File: config.mk
export PLATFORM = sky130hd
export DESIGN_NAME = outrun_game
export DESIGN_NICKNAME = d
export VERILOG_FILES = /design/src/verilog/outrun_pkg.sv /design/src/verilog/outrun_game.sv /design/src/verilog/outrun_bank_arb.sv /design/src/verilog/outrun_slot.sv /design/src/verilog/outrun_dwnld.sv /design/src/verilog/outrun_vtimer.sv /design/src/verilog/outrun_cen.sv
export SDC_FILE = /design/constraint.sdc
export NUM_CORES = 1
export LEC_CHECK = 0
export BUFFER_PORTS_ARGS = -buffer_cell sky130_fd_sc_hd__buf_2
export CAP_MARGIN = 5
export CORE_ASPECT_RATIO = 1.25
export CORE_MARGIN = 3
export CORE_UTILIZATION = 40
export CTS_BUF_LIST = sky130_fd_sc_hd__clkbuf_2 sky130_fd_sc_hd__clkbuf_4 sky130_fd_sc_hd__clkbuf_8
export DETAILED_ROUTE_END_ITERATION = 12
export PLACE_DENSITY = 0.74
export SYNTH_ARGS = -nofsm -noshare
export SYNTH_HDL_FRONTEND = slang
export SYNTH_SLANG_ARGS = --single-unit
File: constraint.sdc
create_clock -name clk -period 12 [get_ports clk]
set_input_delay 1.2 -clock clk [delete_from_list [all_inputs] [get_ports clk]]
set_output_delay 1.2 -clock clk [all_outputs]
set_load 0.01 [all_outputs]
File: src/verilog/outrun_pkg.sv
/* OutRun memory and video core
   shared constants and types */

package outrun_pkg;

    // video timing, 512 pixels by 262 lines
    localparam logic [8:0] HB_START = 9'd416;
    localparam logic [8:0] HB_END   = 9'd96;
    localparam logic [8:0] HS_START = 9'd440;
    localparam logic [8:0] HS_END   = 9'd472;
    // one bit wider, 512 does not fit in nine
    localparam logic [9:0] H_TOTAL  = 10'd512;
    localparam logic [8:0] VB_START = 9'd224;
    localparam logic [8:0] VB_END   = 9'd16;
    localparam logic [8:0] VS_START = 9'd240;
    localparam logic [8:0] VS_END   = 9'd243;
    localparam logic [8:0] V_TOTAL  = 9'd262;

    // pixel clock divider width
    localparam int CEN_W = 3;

    // address widths in 16-bit words
    localparam int BA_AW   = 22;
    localparam int MAIN_AW = 18;
    localparam int SUB_AW  = 17;
    localparam int RAM_AW  = 14;

    // bank 0 layout
    localparam logic [BA_AW-1:0] MAIN_OFFSET = 22'h00000;
    localparam logic [BA_AW-1:0] SUB_OFFSET  = 22'h40000;
    localparam logic [BA_AW-1:0] RAM_OFFSET  = 22'h60000;

    localparam int N_SLOTS = 3;
    localparam int SEL_W   = $clog2(N_SLOTS);

    typedef logic [MAIN_AW-1:0] main_addr_t;
    typedef logic [SUB_AW-1:0]  sub_addr_t;
    typedef logic [RAM_AW-1:0]  ram_addr_t;

    // din_m is active low per byte
    typedef struct packed {
        logic [BA_AW-1:0] addr;
        logic             wr;
        logic [15:0]      din;
        logic [1:0]       din_m;
    } ba_req_t;

    typedef struct packed {
        logic [BA_AW-1:0] addr;
        logic [15:0]      data;
        logic [1:0]       mask;
    } prog_t;

endpackage
File: src/verilog/outrun_game.sv
/* OutRun game core top level */

module outrun_game import outrun_pkg::*; (
    input  logic             clk,
    input  logic             arst_n,
    // ROM download
    input  logic             downloading,
    input  logic [24:0]      ioctl_addr,
    input  logic [ 7:0]      ioctl_dout,
    input  logic             ioctl_wr,
    output prog_t            prog,
    output logic             prog_we,
    input  logic             prog_rdy,
    output logic             dwnld_busy,
    // CPU side clients
    input  logic             main_cs,
    input  main_addr_t       main_addr,
    output logic             main_ok,
    output logic [15:0]      main_data,
    input  logic             sub_cs,
    input  sub_addr_t        sub_addr,
    output logic             sub_ok,
    output logic [15:0]      sub_data,
    input  logic             ram_cs,
    input  ram_addr_t        ram_addr,
    input  logic             ram_rnw,
    input  logic [15:0]      ram_din,
    input  logic [ 1:0]      ram_dsn,
    output logic             ram_ok,
    output logic [15:0]      ram_data,
    // bank 0
    output logic [BA_AW-1:0] ba0_addr,
    output logic             ba_rd,
    output logic             ba_wr,
    output logic [15:0]      ba0_din,
    output logic [ 1:0]      ba0_din_m,
    input  logic             ba_ack,
    input  logic             ba_dok,
    input  logic             ba_rdy,
    input  logic [15:0]      data_read,
    // video
    output logic             pxl2_cen,
    output logic             pxl_cen,
    output logic             LHBL,
    output logic             LVBL,
    output logic             HS,
    output logic             VS
);

    logic [N_SLOTS-1:0]    slot_req;
    logic [N_SLOTS-1:0]    slot_grant;
    logic [N_SLOTS-1:0]    slot_done;
    ba_req_t [N_SLOTS-1:0] slot_breq;
    logic [15:0]           slot_rdata;

    outrun_cen u_cen (
        .clk      ( clk      ),
        .arst_n   ( arst_n   ),
        .pxl2_cen ( pxl2_cen ),
        .pxl_cen  ( pxl_cen  )
    );

    // vrender only feeds the absent graphics side
    outrun_vtimer u_timer (
        .clk     ( clk     ),
        .arst_n  ( arst_n  ),
        .pxl_cen ( pxl_cen ),
        .LHBL    ( LHBL    ),
        .LVBL    ( LVBL    ),
        .HS      ( HS      ),
        .VS      ( VS      ),
        .vrender (         )
    );

    outrun_dwnld u_dwnld (
        .clk         ( clk         ),
        .arst_n      ( arst_n      ),
        .downloading ( downloading ),
        .ioctl_addr  ( ioctl_addr  ),
        .ioctl_dout  ( ioctl_dout  ),
        .ioctl_wr    ( ioctl_wr    ),
        .prog        ( prog        ),
        .prog_we     ( prog_we     ),
        .prog_rdy    ( prog_rdy    ),
        .dwnld_busy  ( dwnld_busy  )
    );

    // ROM slots are read only
    outrun_slot #(.addr_t(main_addr_t), .OFFSET(MAIN_OFFSET)) u_main_slot (
        .clk    ( clk           ),
        .arst_n ( arst_n        ),
        .cs     ( main_cs       ),
        .addr   ( main_addr     ),
        .rnw    ( 1'b1          ),
        .din    ( 16'h0000      ),
        .dsn    ( 2'b11         ),
        .ok     ( main_ok       ),
        .dout   ( main_data     ),
        .req    ( slot_req[0]   ),
        .breq   ( slot_breq[0]  ),
        .grant  ( slot_grant[0] ),
        .done   ( slot_done[0]  ),
        .rdata  ( slot_rdata    )
    );

    outrun_slot #(.addr_t(sub_addr_t), .OFFSET(SUB_OFFSET)) u_sub_slot (
        .clk    ( clk           ),
        .arst_n ( arst_n        ),
        .cs     ( sub_cs        ),
        .addr   ( sub_addr      ),
        .rnw    ( 1'b1          ),
        .din    ( 16'h0000      ),
        .dsn    ( 2'b11         ),
        .ok     ( sub_ok        ),
        .dout   ( sub_data      ),
        .req    ( slot_req[1]   ),
        .breq   ( slot_breq[1]  ),
        .grant  ( slot_grant[1] ),
        .done   ( slot_done[1]  ),
        .rdata  ( slot_rdata    )
    );

    outrun_slot #(.addr_t(ram_addr_t), .OFFSET(RAM_OFFSET)) u_ram_slot (
        .clk    ( clk           ),
        .arst_n ( arst_n        ),
        .cs     ( ram_cs        ),
        .addr   ( ram_addr      ),
        .rnw    ( ram_rnw       ),
        .din    ( ram_din       ),
        .dsn    ( ram_dsn       ),
        .ok     ( ram_ok        ),
        .dout   ( ram_data      ),
        .req    ( slot_req[2]   ),
        .breq   ( slot_breq[2]  ),
        .grant  ( slot_grant[2] ),
        .done   ( slot_done[2]  ),
        .rdata  ( slot_rdata    )
    );

    outrun_bank_arb u_arb (
        .clk         ( clk         ),
        .arst_n      ( arst_n      ),
        .downloading ( downloading ),
        .req         ( slot_req    ),
        .breq        ( slot_breq   ),
        .grant       ( slot_grant  ),
        .done        ( slot_done   ),
        .rdata       ( slot_rdata  ),
        .ba0_addr    ( ba0_addr    ),
        .ba_rd       ( ba_rd       ),
        .ba_wr       ( ba_wr       ),
        .ba0_din     ( ba0_din     ),
        .ba0_din_m   ( ba0_din_m   ),
        .ba_ack      ( ba_ack      ),
        .ba_dok      ( ba_dok      ),
        .ba_rdy      ( ba_rdy      ),
        .data_read   ( data_read   )
    );

endmodule

File: src/verilog/outrun_bank_arb.sv
/* Bank 0 arbiter */

module outrun_bank_arb import outrun_pkg::*; (
    input  logic                  clk,
    input  logic                  arst_n,
    input  logic                  downloading,
    input  logic [N_SLOTS-1:0]    req,
    input  ba_req_t [N_SLOTS-1:0] breq,
    output logic [N_SLOTS-1:0]    grant,
    output logic [N_SLOTS-1:0]    done,
    output logic [15:0]           rdata,
    output logic [BA_AW-1:0]      ba0_addr,
    output logic                  ba_rd,
    output logic                  ba_wr,
    output logic [15:0]           ba0_din,
    output logic [ 1:0]           ba0_din_m,
    input  logic                  ba_ack,
    input  logic                  ba_dok,
    input  logic                  ba_rdy,
    input  logic [15:0]           data_read
);

    typedef enum logic [1:0] {
        IDLE,
        WAIT_ACK,
        WAIT_RDY
    } state_t;

    state_t             state;
    logic [SEL_W-1:0]   sel;
    logic [SEL_W-1:0]   winner;
    logic [N_SLOTS-1:0] pending;
    logic               start;

    // a finished slot still shows req while its done is out
    assign pending = req & ~done;

    // lowest index wins, main first
    always_comb begin
        winner = '0;
        for (int i = N_SLOTS - 1; i >= 0; i--) begin
            if (pending[i]) begin
                winner = SEL_W'(i);
            end
        end
    end

    assign start = state == IDLE && !downloading && |pending;

    always_ff @(posedge clk or negedge arst_n) begin
        if (!arst_n) begin
            state <= IDLE;
            sel   <= '0;
            grant <= '0;
            done  <= '0;
            ba_rd <= 1'b0;
            ba_wr <= 1'b0;
        end else begin
            grant <= '0;
            done  <= '0;
            case (state)
                IDLE: if (start) begin
                    sel           <= winner;
                    grant[winner] <= 1'b1;
                    ba_rd         <= !breq[winner].wr;
                    ba_wr         <= breq[winner].wr;
                    state         <= WAIT_ACK;
                end
                WAIT_ACK: if (ba_ack) begin
                    ba_rd <= 1'b0;
                    ba_wr <= 1'b0;
                    // short accesses may finish with the ack
                    if (ba_rdy) begin
                        done[sel] <= 1'b1;
                        state     <= IDLE;
                    end else begin
                        state     <= WAIT_RDY;
                    end
                end
                WAIT_RDY: if (ba_rdy) begin
                    done[sel] <= 1'b1;
                    state     <= IDLE;
                end
                default: state <= IDLE;
            endcase
        end
    end

    always_ff @(posedge clk) begin
        if (start) begin
            ba0_addr  <= breq[winner].addr;
            ba0_din   <= breq[winner].din;
            ba0_din_m <= breq[winner].din_m;
        end
        if (ba_dok) begin
            rdata <= data_read;
        end
    end

    a_rd_wr_excl: assert property (
        @(posedge clk) disable iff (!arst_n) !(ba_rd && ba_wr)
    );

endmodule

File: src/verilog/outrun_slot.sv
/* SDRAM client slot */

module outrun_slot import outrun_pkg::*; #(
    parameter type              addr_t = main_addr_t,
    parameter logic [BA_AW-1:0] OFFSET = '0
) (
    input  logic        clk,
    input  logic        arst_n,
    input  logic        cs,
    input  addr_t       addr,
    input  logic        rnw,
    input  logic [15:0] din,
    input  logic [ 1:0] dsn,
    output logic        ok,
    output logic [15:0] dout,
    output logic        req,
    output ba_req_t     breq,
    input  logic        grant,
    input  logic        done,
    input  logic [15:0] rdata
);

    logic [BA_AW-1:0] full_addr;
    logic [BA_AW-1:0] last_addr;
    logic [15:0]      last_data;
    logic             valid;
    logic             wr_hit;
    logic             granted;
    logic             same_addr;
    logic             served;
    logic             issue;

    // byte merge, a low mask bit selects the new byte
    function automatic logic [15:0] merge(
        input logic [15:0] old_w,
        input logic [15:0] new_w,
        input logic [ 1:0] m
    );
        merge[15:8] = m[1] ? old_w[15:8] : new_w[15:8];
        merge[ 7:0] = m[0] ? old_w[ 7:0] : new_w[ 7:0];
    endfunction

    assign full_addr = BA_AW'(addr) + OFFSET;
    assign same_addr = last_addr == full_addr;
    assign served    = rnw ? (valid && same_addr) : (wr_hit && same_addr);
    assign issue     = cs && !req && !served;
    assign dout      = last_data;

    always_ff @(posedge clk or negedge arst_n) begin
        if (!arst_n) begin
            ok      <= 1'b0;
            req     <= 1'b0;
            granted <= 1'b0;
            valid   <= 1'b0;
            wr_hit  <= 1'b0;
        end else begin
            ok <= cs && served && !req;
            if (issue) begin
                req    <= 1'b1;
                wr_hit <= 1'b0;
            end
            if (grant) begin
                granted <= 1'b1;
            end
            if (done) begin
                req     <= 1'b0;
                granted <= 1'b0;
                if (breq.wr) begin
                    wr_hit <= 1'b1;
                    // partial write to an uncached word leaves it unknown
                    valid  <= (valid && last_addr == breq.addr) || breq.din_m == 2'b00;
                end else begin
                    valid  <= 1'b1;
                end
            end
            if (!cs) begin
                wr_hit <= 1'b0;
            end
        end
    end

    always_ff @(posedge clk) begin
        if (issue) begin
            breq.addr  <= full_addr;
            breq.wr    <= !rnw;
            breq.din   <= din;
            breq.din_m <= rnw ? 2'b11 : dsn;
        end
        if (done) begin
            last_addr <= breq.addr;
            last_data <= breq.wr ? merge(last_data, breq.din, breq.din_m) : rdata;
        end
    end

    a_done_owned: assert property (
        @(posedge clk) disable iff (!arst_n) done |-> req && granted
    );

endmodule

File: src/verilog/outrun_dwnld.sv
/* ROM download packer */

module outrun_dwnld import outrun_pkg::*; (
    input  logic        clk,
    input  logic        arst_n,
    input  logic        downloading,
    input  logic [24:0] ioctl_addr,
    input  logic [ 7:0] ioctl_dout,
    input  logic        ioctl_wr,
    output prog_t       prog,
    output logic        prog_we,
    input  logic        prog_rdy,
    output logic        dwnld_busy
);

    logic [7:0] low_byte;
    logic       take;

    // bytes are only taken with no word pending
    assign take       = downloading && ioctl_wr && !prog_we;
    assign dwnld_busy = downloading || prog_we;

    always_ff @(posedge clk or negedge arst_n) begin
        if (!arst_n) begin
            prog_we <= 1'b0;
        end else if (take && ioctl_addr[0]) begin
            prog_we <= 1'b1;
        end else if (prog_rdy) begin
            prog_we <= 1'b0;
        end
    end

    always_ff @(posedge clk) begin
        if (take && !ioctl_addr[0]) begin
            low_byte <= ioctl_dout;
        end
        // odd byte completes the word
        if (take && ioctl_addr[0]) begin
            prog <= '{
                addr: ioctl_addr[BA_AW:1],
                data: {ioctl_dout, low_byte},
                mask: 2'b00
            };
        end
    end

    a_no_byte_pending: assert property (
        @(posedge clk) disable iff (!arst_n)
        downloading && ioctl_wr |-> !prog_we
    );

endmodule

File: src/verilog/outrun_vtimer.sv
/* Video timer */

module outrun_vtimer import outrun_pkg::*; (
    input  logic       clk,
    input  logic       arst_n,
    input  logic       pxl_cen,
    output logic       LHBL,
    output logic       LVBL,
    output logic       HS,
    output logic       VS,
    output logic [8:0] vrender
);

    logic [8:0] h_cnt;
    logic [8:0] v_cnt;
    logic [8:0] h_nxt;
    logic [8:0] v_nxt;
    logic       h_last;
    logic       v_last;

    assign h_last = h_cnt == 9'(H_TOTAL - 10'd1);
    assign v_last = v_cnt == V_TOTAL - 9'd1;

    always_comb begin
        h_nxt = h_last ? 9'd0 : h_cnt + 9'd1;
        v_nxt = v_cnt;
        // line advances at the horizontal wrap
        if (h_last) begin
            v_nxt = v_last ? 9'd0 : v_cnt + 9'd1;
        end
    end

    // line the SDRAM side prepares next
    assign vrender = v_last ? 9'd0 : v_cnt + 9'd1;

    always_ff @(posedge clk or negedge arst_n) begin
        if (!arst_n) begin
            h_cnt <= '0;
            v_cnt <= '0;
            LHBL  <= 1'b0;
            LVBL  <= 1'b0;
            HS    <= 1'b0;
            VS    <= 1'b0;
        end else if (pxl_cen) begin
            h_cnt <= h_nxt;
            v_cnt <= v_nxt;
            // decode on the new count so outputs track the counters
            LHBL  <= !(h_nxt >= HB_START || h_nxt < HB_END);
            HS    <= h_nxt >= HS_START && h_nxt < HS_END;
            LVBL  <= !(v_nxt >= VB_START || v_nxt < VB_END);
            VS    <= v_nxt >= VS_START && v_nxt < VS_END;
        end
    end

    a_h_range: assert property (
        @(posedge clk) disable iff (!arst_n) h_cnt <= 9'(H_TOTAL - 10'd1)
    );

endmodule

File: src/verilog/outrun_cen.sv
/* Pixel clock enables */

module outrun_cen import outrun_pkg::*; (
    input  logic clk,
    input  logic arst_n,
    output logic pxl2_cen,
    output logic pxl_cen
);

    logic [CEN_W-1:0] cnt;

    always_ff @(posedge clk or negedge arst_n) begin
        if (!arst_n) begin
            cnt      <= '0;
            pxl2_cen <= 1'b0;
            pxl_cen  <= 1'b0;
        end else begin
            cnt      <= cnt + 1'b1;
            // every 4th and every 8th clk
            pxl2_cen <= &cnt[1:0];
            pxl_cen  <= &cnt;
        end
    end

    // the slow enable must line up with the fast one
    a_cen_nested: assert property (
        @(posedge clk) disable iff (!arst_n) pxl_cen |-> pxl2_cen
    );

endmodule

-- Yosys cells after proc, flatten, opt, wreduce, memory -nomap -nowiden
Cells that the tools add are included.
- latch bits: 0
- logic and storage cells: 176
- bits in read-only memories: 0
- output and inout port bits: 141
- memories: 0
- bits in writable memories: 0
- register bits after elaboration: 340
- add/sub/neg operators: 5
- shift operators: 0
- bitwise gates (word level): 2
- multiplexer cells: 40
- equality and inequality tests: 13
- reduce and logical (&&, ||, !) cells: 58
- magnitude comparators: 11
- multiply operators: 0
- div/mod/pow operators: 0
- operators by type and width (kind ; number):
    $bmux W41 S2 ; 1
    $eq A22 B22 Y1 ; 3
    $mux W41 ; 1
    $mux W9 ; 3
    $logic_and A1 B1 Y1 ; 26
    $add A14 B19 Y20 const B ; 1
    $add A17 B19 Y20 const B ; 1
    $add A9 B1 Y9 const B ; 2
    $eq A18 B18 Y1 ; 1
    $eq A9 B9 Y1 const B ; 2
    $ge A9 B8 Y1 const B ; 2
    $ge A9 B9 Y1 const B ; 2
    $mux W1 ; 18
    $mux W16 ; 1
    $mux W8 ; 2
    $mux W2 ; 7
    $logic_not A1 Y1 ; 13
    $reduce_bool A2 Y1 ; 5
    $lt A9 B5 Y1 const B ; 1
    $lt A9 B7 Y1 const B ; 1
    $lt A9 B8 Y1 const B ; 1
    $lt A9 B9 Y1 const B ; 1
    $reduce_and A3 Y1 ; 3
    $ne A2 B2 Y1 const B ; 4
    17 further kinds ; 27

-- Logic depth before layout (Yosys ltp)
- depth after elaboration: 10
- depth in mapped cells: 12
- mapped depth without buffers: 10

-- Modules after synthesis
Synthesis repeated with hierarchy kept, for this count alone.
- cell total of the unflattened synthesis: 980
- area, all modules: 14860.5 um^2
- modules (own cells, without submodules) (module ; cells each ; area each (um^2) ; instances ; sequential area each (um^2)):
    outrun_bank_arb ; 255 ; 3072.9 ; 1 ; 1981.9
    outrun_slot at u_sub_slot ; 170 ; 2982.9 ; 1 ; 2172.1
    outrun_slot at u_main_slot ; 169 ; 2977.9 ; 1 ; 2232.1
    outrun_slot at u_ram_slot ; 149 ; 2686.3 ; 1 ; 1991.9
    outrun_vtimer ; 171 ; 1520.2 ; 1 ; 550.5
    outrun_dwnld ; 56 ; 1458.9 ; 1 ; 1406.3
    outrun_cen ; 8 ; 153.9 ; 1 ; 125.1
    outrun_game ; 2 ; 7.5 ; 1 ; 0.0

-- Least setup slack after synthesis
OpenSTA, ideal clock, no wires.
- kind: input-to-reg
- start: in ioctl_wr
- end: reg u_dwnld.prog[10] (netlist name)
- required time: 11509 ps
- stages on the path: 2
- arrival time: 4132 ps
- path slack: 7377 ps
- path buffers: 0
- cell sequence: nand2_1 nor3b_1
- cells in the longest elaborated chain, start to end: 3
- ends and longest elaborated chain (element ; RTL line ; source):
    from (decl) ; outrun_game.sv:10 ; input logic ioctl_wr,
    $logic_and A1 B1 Y1 (2 in a row) ; outrun_dwnld.sv:20 ; assign take = downloading && ioctl_wr && !prog_we;
    $logic_and A1 B1 Y1 ; outrun_dwnld.sv:38 ; if (take && ioctl_addr[0]) begin
Every way passes these cells.
A chain may end at the register's enable or synchronous reset.

-- Worst setup path after layout
- start: reg u_timer.h_cnt[0]
- end: reg u_timer.VS
- cells in the longest elaborated chain, start to end: 4
- ends and longest elaborated chain (element ; RTL line ; source):
    from (decl) ; outrun_vtimer.sv:14 ; logic [8:0] h_cnt;
    from (signal assigned) ; outrun_vtimer.sv:45 ; h_cnt <= h_nxt;
    from (signal assigned) ; outrun_vtimer.sv:56 ; @(posedge clk) disable iff (!arst_n) h_cnt <= 9'(H_TOTAL - 10'd1)
    $eq A9 B9 Y1 (*) ; outrun_vtimer.sv:21 ; assign h_last = h_cnt == 9'(H_TOTAL - 10'd1);
    $mux W9 (*) ; outrun_vtimer.sv:28 ; if (h_last) begin
    $ge A9 B8 Y1 / $lt A9 B8 Y1 (equally long branches) ; outrun_vtimer.sv:51 ; VS <= v_nxt >= VS_START && v_nxt < VS_END;
    $logic_and A1 B1 Y1 (*) ; outrun_vtimer.sv:51 ;
    to (signal assigned) ; outrun_vtimer.sv:51 ;
    to (decl) ; outrun_vtimer.sv:10 ; output logic VS,
Every way passes the cells marked *; elsewhere a longest branch is shown, timed or not.

==> results.md <==
* Post-CTS Resized at 0
* Synth top area share at 66.52%
* Die height at 199.0 um
* GR Layer Usage met3 at 4.145%
* Layout Utilization at 50.20%
* Rows at 70
* Vias in the first global route at 7445
* Top cells by area, synth: edfxtp_1 (67%), dfrtp_1 (9.9%), xor2_1 (2.8%)
* Type of the worst min-delay path: flop to flop
* Met1 Use GR at 20.10%
* Sw Share at 24.44%
* Tightest Pin Transition at 1.043 ns
* Starting Density at 40.62%
* Crit path capture type: flop
* Dpl cell area at 13700 um^2
* Status: finished, final reports clean
* Global placement routability congestion at 0.8141
* Synthesis-stage register bit count at 311
* Final Cell Area at 14730 um^2
* Wire length per cell at 18.53 um
* Flop pwr share at 52.2%
* DRT Wirelength at 27030 um
* Synth Instances at 728
* Via count at 7113
* Post-synth top flop: edfxtp_1
* Clock skew at 0.01407 ns
* Inserted Clock Buffers at 49
* Gate power share at 11.0%
* Area leader, netlist: edfxtp_1
* Final ANT Viol Nets at 0
* CP Cell Sequence: ha_1, nand2_1, nor2_1, and3_1, ha_1, and4_4, nand2_1, mux2_2, o311a_1, o32ai_1
* Longest Clk Path Bufs at 3
* GRT Total Usage at 16.56%
* Cell Int Power at 1.911 mW
* Skew-Pair Late Insertion Delay at 0.56 ns
* Worst path required time at 12.44 ns
* Drt drc at 0
* Number of enable flip-flop cells after synthesis at 264
* Slowest stage delay, CP at 0.59 ns
* First-pass DRT Iterations at 7
* Worst-path cell with the longest stage delay: ha_1
* Synth warn at 0
* Core area at 29340 um^2
* Final setup margin at 8.614 ns
* Worst Hold Slack at 0.4211 ns
* Starting DRT DRC Count at 499
* Die X at 160.4 um
* Clock power frac at 36.8%
* I/O pins at 269
* Fin nets at 1163
* Final number of hold-violating endpoints at 0
* RSZ-0062 raised after global routing: no
* Crit path DAT at 3.83 ns
* Overflow after GRT at 0
* # setup viols final at 0
* Setup bufs post-CTS at 0
* Distinct cells, synth at 55
* Post-DP HPWL at 18420 um
* Leak pwr at 5.634 nW
* Initial antenna violation count at 2
* CTS Sinks at 311
* Pin count of the biggest net entering global routing at 48
* Peak supply drop at 0.00008924 V
* Fraction of registers with async set/reset at 15.11%
* First-pass GRT wire length at 40770 um
* Met2 Usage GRT at 28.01%
* Via/cell ratio at 4.875
* Worst-path clk slew at 0.06 ns
* Root Driver: clkbuf_8
* DIE AREA at 31910 um^2
* TNS Setup at 0 ns
* Tot Pwr at 2.530 mW
* Synthesized area at 11920 um^2
* H-tree Lvls at 2
* Port Buf Inserts at 261
* Critical path class: flop to flop
* Tcrit/Tclk final at 28.22%
* Placed Cells at 1370
* Cts hold-fix bufs at 0
* Non-Filler Instances at 1459
* Global route hottest layer: met2
* Slew headroom at 30.35%
* Area growth syn-to-layout at 23.59%
* Crit path launch type: flop
* Peak Freq at 295.3 MHz
* Place WS at 8.757 ns
* Minimum clock period at 3.386 ns
* Net Switching at 0.6182 mW
* Worst-path fanout max at 18
* Layout cells sized above 1 at 36.76%
* Max-cap viol count at 0
* Avg Cell Area, Syn at 16.37 um^2
* Power Dens Cells at 171.7 nW/um^2
* Sequential fraction of the synthesis area at 76.39%
* CTS tree: done
* Final Max Tran Viols at 0
## synth_stat cells, drive strengths merged (9+ instances only)
master	count
nand2	39
mux2	20
xor2	38
nor2	17
nor3	11
xnor2	35
nand2b	9
nand4	16
nor4	9
and2	18
clkbuf	15
o21ai	31
a21oi	15
inv	22
mux2i	20
buf	13
dfrtp	47
nand3	14
edfxtp	264
ha	10
## per-layer routing
layer	vias up	part of all wire (%)	wire [um]
li1	3303	-	-
met1	3507	40	10730
met3	52	5.9	1596
met4	0	3.5	950
met2	251	51	13750
met5	-	0	0
## flip-flops by register name, summed over array words and instances (netlist names), 17 cells and up
signal and cells:
u_sub_slot.breq 17, u_dwnld.prog 38, u_sub_slot.last_addr 17, u_main_slot.last_addr 18, u_arb.ba0_addr 19, u_ram_slot.breq 33, u_main_slot.breq 18
## cells by family (layout without fill, tap and decap cells)
group                      count (synthesis)  count (layout)  synth area share, %
DFF                                      311             311                76.39
and+or+nand+nor                          161             161                7.349
AOI/OAI and AO/OA                         82              82                4.389
xor gates and xnor gates                  73              73                5.365
buffers and inverters                     50             379                1.858
muxes                                     40              40                3.570
adders and majority gates                 10              10                1.050
other                                      1               7              0.03147
## layout make-up
type	count	area, um^2
sequential	311	9106
clock buffer	69	862.1
clock inverter	18	165.2
multi-input combinational	371	2639
antenna	2	5.005
tap	396	495.5
inverter	22	82.58
fill	2497	14610
timing repair buffer	270	1374
## final timing paths
path	from	endpoint	slack (ns)	cells after the start
max in group asynchronous	arst_n	u_arb.done[1]$_DFF_PN0_	10.77	2
hold reg to reg	u_dwnld.low_byte[0]$_DFFE_PP_	u_dwnld.prog[2]$_DFFE_PP_	0.42	0
setup reg to reg	u_timer.h_cnt[0]$_DFFE_PN0P_	u_timer.VS$_DFFE_PN0P_	8.61	10
hold / removal	u_dwnld.low_byte[0]$_DFFE_PP_	u_dwnld.prog[2]$_DFFE_PP_	0.42	0
setup / recovery	u_timer.h_cnt[0]$_DFFE_PN0P_	u_timer.VS$_DFFE_PN0P_	8.61	10
min in group asynchronous	arst_n	u_timer.h_cnt[6]$_DFFE_PN0P_	0.74	2
## placed cells by master, fill, tap and decap left out, types with 4 or more instances in the layout
master / instances
a21oi_1: 14
a22o_1: 4
a31oi_1: 4
and2_1: 18
and3_1: 4
buf_2: 261
buf_4: 9
clkbuf_4: 14
clkbuf_8: 55
clkinv_1: 7
clkinv_2: 5
conb_1: 5
dfrtp_1: 45
edfxtp_1: 264
ha_1: 10
inv_1: 22
mux2_2: 20
mux2i_1: 20
nand2_1: 39
nand2b_1: 9
nand3_1: 14
nand4_1: 16
nor2_1: 15
nor2b_1: 4
nor3_1: 11
nor3b_1: 5
nor4_1: 8
o21ai_0: 31
o31ai_1: 5
or2_2: 5
xnor2_1: 35
xor2_1: 38
## power by group through the flow
stage	logic [mW]	registers (mW)	clock network (mW)
2_1_floorplan	0.121	1.36	0
3_3_place_gp	0.275	1.34	0
3_5_place_dp	0.283	1.34	0
4_1_cts	0.284	1.32	0.965
5_1_grt	0.305	1.33	1.01
6_report	0.278	1.32	0.930
## worst max-delay path: cells and delay by family (launching register included)
family	cells	cell delay, ns
multiplexers	1	0.26
AO/OA/AOI/OAI	2	0.65
adder cells (fa/ha/maj)	2	0.95
flip-flops	1	0.48
AND/OR/NAND/NOR	5	0.92
Note: power is estimated with default switching activity, not from simulation.
